===== src/source/vec_pkg.sv =====
////////////////////////////////////////
// Vector unit shared definitions
// Sizes, LFSR seed and the enum types
////////////////////////////////////////

package vec_pkg;

    // Element and vector sizes
    localparam int elem_w    = 8;   // One operand byte
    localparam int res_w     = 16;  // One element result
    localparam int n_elem    = 8;
    localparam int vec_w     = elem_w * n_elem;  // 64
    localparam int res_vec_w = res_w * n_elem;   // 128
    localparam int idx_w     = 3;

    // Coefficient generator
    localparam int lfsr_w = 64;
    localparam logic [lfsr_w-1:0] lfsr_seed = 64'h1234_5678_9ABC_DEF0;

    // Element functions, encoding matches the vector_op input
    typedef enum logic [2:0] {
        op_add   = 3'd0,
        op_sub   = 3'd1,
        op_mul   = 3'd2,
        op_mac   = 3'd3,  // Uses coefficient c
        op_logic = 3'd4,
        op_xor   = 3'd5,  // Uses coefficient c
        op_max   = 3'd6,  // Uses coefficient e
        op_sad   = 3'd7   // Uses coefficient d
    } vec_op_e;

    // Controller states
    typedef enum logic [1:0] {
        st_idle     = 2'd0,
        st_compute  = 2'd1,
        st_complete = 2'd2
    } ctrl_state_e;

endpackage


===== src/source/coef_lfsr.sv =====
////////////////////////////////////////
// Coefficient LFSR, 64 bit
// Steps once per accepted start
////////////////////////////////////////

`timescale 1ns/10ps

module coef_lfsr (
    input  logic                      clk,
    input  logic                      rst,
    input  logic                      advance,
    output logic [vec_pkg::lfsr_w-1:0] lfsr_state
);

    import vec_pkg::*;

    logic feedback;

    // Taps at 63, 31 and 15
    assign feedback = lfsr_state[lfsr_w-1] ^ lfsr_state[31] ^ lfsr_state[15];

    always_ff @(posedge clk or posedge rst) begin
        if (rst) begin
            lfsr_state <= lfsr_seed;
        end else if (advance) begin
            lfsr_state <= {lfsr_state[lfsr_w-2:0], feedback};  // Shift left
        end
    end

    // All-zero is a lock-up state for this XOR feedback
    a_never_zero: assert property (
        @(posedge clk) disable iff (rst)
        lfsr_state != '0
    );

endmodule


===== src/source/elem_alu.sv =====
////////////////////////////////////////
// Element ALU
// One byte pair in, one 16-bit result out
////////////////////////////////////////

`timescale 1ns/10ps

module elem_alu (
    input  logic [vec_pkg::vec_w-1:0]  vector_a,
    input  logic [vec_pkg::vec_w-1:0]  vector_b,
    input  logic [vec_pkg::idx_w-1:0]  elem_idx,
    input  vec_pkg::vec_op_e           vector_op,
    input  logic [vec_pkg::lfsr_w-1:0] lfsr_state,
    output logic [vec_pkg::res_w-1:0]  elem_result
);

    import vec_pkg::*;

    logic [elem_w-1:0] a;
    logic [elem_w-1:0] b;
    logic [elem_w-1:0] c;
    logic [elem_w-1:0] d;
    logic [elem_w-1:0] e;
    logic [elem_w-1:0] max_ab;
    logic [elem_w-1:0] abs_diff;
    logic [res_w-1:0]  product;

    // Element 0 sits in the low byte
    assign a = vector_a[elem_idx * elem_w +: elem_w];
    assign b = vector_b[elem_idx * elem_w +: elem_w];

    // Coefficient bytes from the low end of the LFSR
    assign c = lfsr_state[23:16];
    assign d = lfsr_state[15:8];
    assign e = lfsr_state[7:0];

    assign max_ab   = (a > b) ? a : b;
    assign abs_diff = (a > b) ? (a - b) : (b - a);
    assign product  = res_w'(a) * res_w'(b);  // 8x8 fits in 16 bits

    always_comb begin
        case (vector_op)
            op_add: begin
                elem_result = res_w'(a) + res_w'(b);
            end
            op_sub: begin
                elem_result = res_w'(a) - res_w'(b);  // Two's complement wrap
            end
            op_mul: begin
                elem_result = product;
            end
            op_mac: begin
                elem_result = product + res_w'(c);  // Modulo 2^16
            end
            op_logic: begin
                elem_result = {a & b, a | b};
            end
            op_xor: begin
                elem_result = {c, a ^ b};
            end
            op_max: begin
                elem_result = {e, max_ab};
            end
            op_sad: begin
                elem_result = res_w'(abs_diff) + res_w'(d);
            end
            default: begin
                elem_result = '0;
            end
        endcase
    end

endmodule


===== src/source/result_buffer.sv =====
////////////////////////////////////////
// Result buffer, eight 16-bit slots
////////////////////////////////////////

`timescale 1ns/10ps

module result_buffer (
    input  logic                         clk,
    input  logic                         rst,
    input  logic                         wr_en,
    input  logic [vec_pkg::idx_w-1:0]     elem_idx,
    input  logic [vec_pkg::res_w-1:0]     elem_result,
    output logic [vec_pkg::res_vec_w-1:0] vector_result
);

    import vec_pkg::*;

    // Only the addressed slot changes, the rest hold
    always_ff @(posedge clk or posedge rst) begin
        if (rst) begin
            vector_result <= '0;
        end else if (wr_en) begin
            vector_result[elem_idx * res_w +: res_w] <= elem_result;
        end
    end

endmodule


===== src/source/vec_ctrl.sv =====
////////////////////////////////////////
// Vector unit controller FSM
// Steps eight elements and pulses done
////////////////////////////////////////

`timescale 1ns/10ps

module vec_ctrl (
    input  logic                     clk,
    input  logic                     rst,
    input  logic                     start,
    output logic [vec_pkg::idx_w-1:0] elem_idx,
    output logic                     wr_en,
    output logic                     advance,
    output logic                     busy,
    output logic                     done
);

    import vec_pkg::*;

    ctrl_state_e state;

    localparam logic [idx_w-1:0] last_idx = idx_w'(n_elem - 1);

    // Start only counts while idle
    assign advance = (state == st_idle) && start;
    assign wr_en   = (state == st_compute);  // One slot per compute cycle

    always_ff @(posedge clk or posedge rst) begin
        if (rst) begin
            state    <= st_idle;
            elem_idx <= '0;
            busy     <= 1'b0;
            done     <= 1'b0;
        end else begin
            case (state)
                st_idle: begin
                    done <= 1'b0;
                    if (start) begin
                        elem_idx <= '0;
                        busy     <= 1'b1;
                        state    <= st_compute;
                    end
                end
                st_compute: begin
                    elem_idx <= elem_idx + 1'b1;  // Wraps back to 0 after last
                    if (elem_idx == last_idx) begin
                        state <= st_complete;
                    end
                end
                st_complete: begin
                    done  <= 1'b1;
                    busy  <= 1'b0;
                    state <= st_idle;
                end
                default: begin
                    state <= st_idle;
                end
            endcase
        end
    end

    // done is a single-cycle pulse
    a_done_pulse: assert property (
        @(posedge clk) disable iff (rst)
        done |=> !done
    );

    // An accepted start gives exactly eight writes, all in compute,
    // then done one cycle after the last write window closes
    a_write_window: assert property (
        @(posedge clk) disable iff (rst)
        advance |=> (wr_en && state == st_compute) [*8]
                    ##1 (!wr_en && state == st_complete)
                    ##1 (done && !busy)
    );

    // Writes stay inside the busy window
    a_wr_in_compute: assert property (
        @(posedge clk) disable iff (rst)
        wr_en |-> (busy && !done)
    );

endmodule


===== src/source/vector_unit.sv =====
////////////////////////////////////////
// Vector unit top
// Controller, LFSR, ALU and result buffer
////////////////////////////////////////

`timescale 1ns/10ps

module vector_unit (
    input  logic                         clk,
    input  logic                         rst,
    input  logic                         start,
    input  logic [vec_pkg::vec_w-1:0]     vector_a,   // Held stable until done
    input  logic [vec_pkg::vec_w-1:0]     vector_b,
    input  vec_pkg::vec_op_e              vector_op,
    output logic [vec_pkg::res_vec_w-1:0] vector_result,
    output logic                         done,
    output logic                         busy
);

    import vec_pkg::*;

    logic [idx_w-1:0]  elem_idx;
    logic              wr_en;
    logic              advance;
    logic [lfsr_w-1:0] lfsr_state;
    logic [res_w-1:0]  elem_result;

    vec_ctrl ctrl_i (
        .clk      (clk),
        .rst      (rst),
        .start    (start),
        .elem_idx (elem_idx),
        .wr_en    (wr_en),
        .advance  (advance),
        .busy     (busy),
        .done     (done)
    );

    // Fresh coefficients for every operation
    coef_lfsr lfsr_i (
        .clk        (clk),
        .rst        (rst),
        .advance    (advance),
        .lfsr_state (lfsr_state)
    );

    elem_alu alu_i (
        .vector_a    (vector_a),
        .vector_b    (vector_b),
        .elem_idx    (elem_idx),
        .vector_op   (vector_op),
        .lfsr_state  (lfsr_state),
        .elem_result (elem_result)
    );

    result_buffer buf_i (
        .clk           (clk),
        .rst           (rst),
        .wr_en         (wr_en),
        .elem_idx      (elem_idx),
        .elem_result   (elem_result),
        .vector_result (vector_result)
    );

endmodule


===== config.mk =====
export PLATFORM = sky130hd
export DESIGN_NAME = vector_unit
export DESIGN_NICKNAME = d
export VERILOG_FILES = /design/src/source/vec_pkg.sv /design/src/source/coef_lfsr.sv /design/src/source/elem_alu.sv /design/src/source/result_buffer.sv /design/src/source/vec_ctrl.sv /design/src/source/vector_unit.sv
export SDC_FILE = /design/constraint.sdc
export NUM_CORES = 1
export LEC_CHECK = 0
export CAP_MARGIN = 10
export CORE_MARGIN = 1
export CORE_UTILIZATION = 45
export CTS_CLUSTER_DIAMETER = 120
export DETAILED_ROUTE_END_ITERATION = 7
export DONT_BUFFER_PORTS = 1
export HOLD_SLACK_MARGIN = 0.05
export SLEW_MARGIN = 15
export SYNTH_ARGS = -nofsm -noshare
export SYNTH_HDL_FRONTEND = slang
export SYNTH_SLANG_ARGS = --single-unit

===== constraint.sdc =====
create_clock -name clk -period 17.65 [get_ports clk]
set_input_delay 1.765 -clock clk [delete_from_list [all_inputs] [get_ports clk]]
set_output_delay 1.765 -clock clk [all_outputs]
set_load 0.005 [all_outputs]

# ---- Word-level counts from Yosys, hierarchy flattened
# Cells that the tools add are included.
# W data, S select, Z words.
dict set report totals {
  register_bits 199
  wordCells 57
  out_inout_bits 130
  input_bits 134
}
dict set report classes {
  addsub 8
  n_shift 4
  bitwise 5
  multipliers 1
  magnitude_cmp 1
  n_reduce_logical 8
  eq_ne 12
  muxes 12
}
# operator count
set ops {}
lappend ops {{$bwmux W128} 1}
lappend ops {{$pmux W16 S8} 1}
lappend ops {{$shift A16 B34 Y128 const A} 1}
lappend ops {{$shiftx A16 B34 Y128} 1}
lappend ops {{$shiftx A64 B7 Y8} 2}
lappend ops {{$neg A7 Y34} 1}
lappend ops {{$add A8 B8 Y9} 2}
lappend ops {{$add A16 B8 Y16} 1}
lappend ops {{$mul A8 B8 Y16} 1}
lappend ops {{$mux W8} 2}
lappend ops {{$sub A8 B8 Y8} 2}
lappend ops {{$eq A3 B3 Y1 const B} 5}
lappend ops {{$sub A8 B8 Y9} 1}
lappend ops {{$and A8 B8 Y8} 1}
lappend ops {{$gt A8 B8 Y1} 1}
lappend ops {{$or A8 B8 Y8} 1}
lappend ops {{$xor A8 B8 Y8} 1}
lappend ops {{$eq A3 B2 Y1 const B} 2}
lappend ops {{$pmux W3 S2} 1}
lappend ops {{$reduce_and A2 Y1} 3}
lappend ops {{$mux W2} 2}
lappend ops {{$ne A2 B2 Y1 const B} 2}
lappend ops {{$pmux W1 S2} 2}
lappend ops {{$pmux W2 S2} 1}
lappend ops {{11 further kinds} 13}

# ---- Depth between registers and ports, before layout
dict set report depth {
  depth_word 7
  depth_mapped 26
  ltp_nobuf 24
}

# ---- By module
# A second synthesis with hierarchy kept.
dict set report hier_totals {
  cells_unflattened 1330
  hier_area_um2 14248.7
}
# module cells_per_inst seq_area_each_um2 area_each_um2 n_inst
set modules_own_cells {}
lappend modules_own_cells {elem_alu 738 0.0 6014.5 1}
lappend modules_own_cells {result_buffer 432 3203.1 5464.0 1}
lappend modules_own_cells {coef_lfsr 137 1641.6 2472.4 1}
lappend modules_own_cells {vec_ctrl 23 175.2 297.8 1}

# ---- Least setup slack after synthesis
# OpenSTA, ideal clock, no wires.
dict set report synth_path {
  path_kind {input to register}
  start {input vector_a[25] (netlist name)}
  end {register buf_i.vector_result[11] (netlist name)}
  setup_ps 150
  arrival_time_ps 7761
  slack_ps 9738
  required_time_ps 17500
  stages 20
  path_cell_list {mux4_2 > mux2i_1 > inv_1 > nand2_1 > fa_1 > fa_1 > inv_1 > fa_1 > inv_1 > fa_1 > inv_1 > ha_1 > and2_4 > a221o_1 > o21ai_0 > nand3_1 > or3b_2 > xnor2_1 > a221oi_1 > o21ai_0}
}
dict set report synth_between {
  elab_chain_cells 7
  elab_cells_between_ends 17
  classes_between {add/sub (6); mul (1); order compare (1); shift (2); mux (4); bitwise (3)}
}
# item line
set synth_rtl {}
lappend synth_rtl {{start: declaration} vector_unit.sv:12} ;# input logic [vec_pkg::vec_w-1:0] vector_a,
lappend synth_rtl {{$shiftx A64 B7 Y8 *} elem_alu.sv:29} ;# assign a = vector_a[elem_idx * elem_w +: elem_w];
lappend synth_rtl {{parallel branches: the longest is 3 deep, another holds $mul A8 B8 Y16} -}
lappend synth_rtl {{$pmux W16 S8 *} elem_alu.sv:42} ;# case (vector_op)
lappend synth_rtl {{$shiftx A16 B34 Y128 *} result_buffer.sv:23} ;# vector_result[elem_idx * res_w +: res_w] <= elem_result;
lappend synth_rtl {{$bwmux W128 *} result_buffer.sv:23}
lappend synth_rtl {{end signal: indexed assignment} result_buffer.sv:23}
lappend synth_rtl {{end: declaration} result_buffer.sv:13} ;# output logic [vec_pkg::res_vec_w-1:0] vector_result
# Mark *: on every way between the ends.
# A chain may end at the register's enable or synchronous reset.

# ---- Final worst setup path
dict set report layout_path {
  start {input vector_b[30] (netlist name)}
  end {register buf_i.vector_result[59] (netlist name)}
}
dict set report layout_between {
  elab_chain_cells 7
  elab_cells_between_ends 17
  classes_between {add/sub (6); mul (1); order compare (1); shift (2); mux (4); bitwise (3)}
}
# item line
set layout_rtl {}
lappend layout_rtl {{start: declaration} vector_unit.sv:13} ;# input logic [vec_pkg::vec_w-1:0] vector_b,
lappend layout_rtl {{$shiftx A64 B7 Y8 *} elem_alu.sv:30} ;# assign b = vector_b[elem_idx * elem_w +: elem_w];
lappend layout_rtl {{parallel branches: the longest is 3 deep, another holds $mul A8 B8 Y16} -}
lappend layout_rtl {{$pmux W16 S8 *} elem_alu.sv:42}
lappend layout_rtl {{$shiftx A16 B34 Y128 *} result_buffer.sv:23}
lappend layout_rtl {{$bwmux W128 *} result_buffer.sv:23}
# Marked as above.

==> results.ini <==
[outcome]
outcome = finished clean

[yosys]
synth_nets = 1558
yosys.area_share.adder_pct = 14.56
yosys.area_share.simple_pct = 11.45
synth_edf_count = 0
yosys.area.top_type_share_pct = 31.25
synth_async_sr_flop_share_pct = 100.0
syn_area_um2 = 13370
synth_most_common_cell = dfrtp_1
seq_area_frac_synth_pct = 37.54
syn_avg_cell_area_um2 = 10.34
yosysUniqueCellTypes = 83
synth_top_area_cell = dfrtp_1
synth_area_leaders = dfrtp_1 31%, ha_1 8.4%, dfstp_2 6.3%
yosysWarnings = 0
synth.ff_latch_count = 199
synth-compound-area-share_pct = 15.83
synthTopCellsByCount = 167 x dfrtp_1, 127 x nand2_1, 114 x o21ai_0
syn-instance-count = 1293
synthMuxAreaShare_pct = 13.87
synth_top_family_by_area = compound AO/OA/AOI/OAI gates
synth_xor_area_share_pct = 2.423
ys.flop_type = dfrtp_1

[floorplan]
initial_core_util_pct = 46.22
dieArea_um2 = 30410
chipWidth_um = 174.4
num_rows = 62
core-area_um2 = 28940
io_pins = 264
dieHeight_um = 174.4

[setup_path]
path_class = in -> reg
crit_start = vector_b[30]
cp_max_fo = 9
r2r-end = buf_i.vector_result[59]
critPathLaunchType = input port
crit_arrival_ns = 8.45
endpoint_kind = register
path_cells = mux4_2 -> mux2i_2 -> inv_1 -> nand2_1 -> fa_1 -> fa_1 -> inv_1 -> fa_1 -> inv_1 -> fa_1 -> inv_1 -> ha_1 -> and2_4 -> a221o_1 -> o21ai_0 -> nand3_1 -> or3b_2 -> xnor2_1 -> a221oi_1 -> o21ai_0
slowest_stage = a221oi_1
r2r_slack_ns = 9.68
cpPeakStageDelay_ns = 0.92
rr_worst_depth = 21
required_ns = 17.93
reg2reg_from = ctrl_i.elem_idx[0]
cp-endpoint = buf_i.vector_result[59]

[finish]
fin_area_um2 = 14480
num-fill-cells = 2672
fin_util_pct = 50.05
area_delta_synth_final_pct = 8.290
instances_no_fill = 1686
nets = 1544
drive_above_1_share_pct = 17.72

[timing]
rsz0062_at_grt = no
maxSlewViolCount = 0
slew_headroom_pct = 28.76
finalCriticalPeriod_ns = 8.170
setup_viol = 0
fin_skew_ns = 0.03207
tns_ns = 0
finalHoldViolCount = 0
max_freq_mhz = 122.4
worstMarginPinSlew_ns = 1.069
post-route-period-util_pct = 46.29

[clock_tree]
clockBufferDepth = 2
clk_pin_slew_ns = 0.09
post_cts_buffers = 0
cts_tree = built
cts_sinks = 199
insertion_delay_ns = 0.46
cts_buffers = 17
cts-root-buf = clkbuf_16
post_cts_resize_count = 0
h-tree-depth = 4
holdBufCountCts = 0

[global_route]
grt.overflow.total = 0
grt_max_degree = 144
grt_pass1_vias = 10170
antenna_found_initial = 12
grt_util_all_layers_pct = 26.74
grt_first_pass_wirelength_um = 61830

[place]
dpl.cell_count = 1644
dp.final_hpwl_um = 30650
port_buffers = 0
placed_area_um2 = 13810
gp_congestion = 1.058

[flow_run]
max_cap_viol_count = 0

[drt]
ant_nets = 0
drt_iter0_drc = 992
drtPass1Iterations = 5
drc_errors = 0
routed_via_density = 6.140
wire_per_inst_um = 23.83
vias = 10350
totalWireLength_um = 40170

[worst_hold_path]
worstHoldStart = ctrl_i.state[1]
min_path_type = reg -> reg

placed cells by master, fill, tap and decap left out, types with 6 or more instances in the layout:
cell type  Yosys  routed
a211oi_1      16      16
a21o_1        13      13
a21oi_1       42      41
a22o_1        32      32
a32o_1         9       9
and2_1         6       6
and3_1         6       6
buf_4          1      23
clkbuf_16      0      17
clkinv_8       0       6
dfrtp_1      167     166
dfstp_2       32      32
diode_2        0      10
fa_1          41      41
ha_1          90      90
inv_1         90      89
mux2_2        70      70
mux2i_1       26      26
mux4_2        32      32
nand2_1      127     127
nand3_1       20      19
nor2_1        98      98
nor2b_1       14      14
nor3_1        17      17
nor4_1        13      13
o211ai_1       6       6
o21a_1         6       6
o21ai_0      114     114
o21ai_1        6       6
o21bai_1       7       7
o31ai_1       10      10
or2_2          8       8
xnor2_1       28      28
xor2_1         9       9
area by class of cell:
cell class                      instances  area, um^2  share of cell area [%]
Multi-Input combinational cell        946        7782                   53.74
Sequential cell                       199        5021                   34.67
Tap cell                              384       480.5                   3.318
Clock buffer                           17       425.4                   2.938
Inverter                               92       352.8                   2.436
Clock inverter                         15       221.5                   1.529
Timing Repair Buffer                   23       172.7                   1.192
Antenna cell                           10       25.02                  0.1728
sequential cells by signal, summed over array words and instances, names as in the netlist:
register / flops
ctrl_i.state: 2
ctrl_i.elem_idx: 3
buf_i.vector_result: 128
ctrl_i.busy: 1
ctrl_i.done: 1
lfsr_i.lfsr_state: 64
layer usage:
layer / track usage (%) / vias to the layer above / share of wire, %
li1: - / 4599 / -
met4: 8.918 / 0 / 2.1
met2: 43.04 / 492 / 48
met5: 0 / - / 0
met1: 36.58 / 5217 / 43
met3: 4.418 / 44 / 7.1
critical path: cells and delay by family:
kind	cells	cell delay [ns]
buffers and inverters	4	0.36
muxes	2	1.00
xor gates and xnor gates	1	0.14
adders and majority gates	5	2.42
and+or+nand+nor	4	0.97
AOI/OAI and AO/OA	4	1.80
per-stage QoR:
step / hold slack [ns] / setup WS [ns]
after CTS: 0.4767 / 9.540
after floorplan: 0.4446 / 9.738
final: 0.4807 / 9.480
after detailed placement: 0.4608 / 9.045
after global placement: 0.4642 / 9.255
after global routing: 0.5206 / 9.138
kinds of logic (layout without fill, tap and decap cells):
logic type                 after synthesis  in the layout
and+or+nand+nor                        333            333
AOI/OAI and AO/OA                      311            311
DFF                                    199            199
buffers and inverters                  148            147
muxes                                  134            134
adders and majority gates              131            131
xor gates and xnor gates                37             37
other                                    0             10
how the worst min path moves through the flow:
stage / end / slack (ns) / depth (start not counted)
final: ctrl_i.busy / 0.48 / 1
after global routing: lfsr_i.lfsr_state[33] / 0.52 / 1
after CTS: ctrl_i.busy / 0.48 / 1
after detailed placement: ctrl_i.busy / 0.46 / 1
after global placement: ctrl_i.busy / 0.46 / 1
after floorplan: ctrl_i.busy / 0.44 / 1
Power is not shown: default switching activity piles up to over one toggle a cycle in this logic, so the estimate is an artifact.
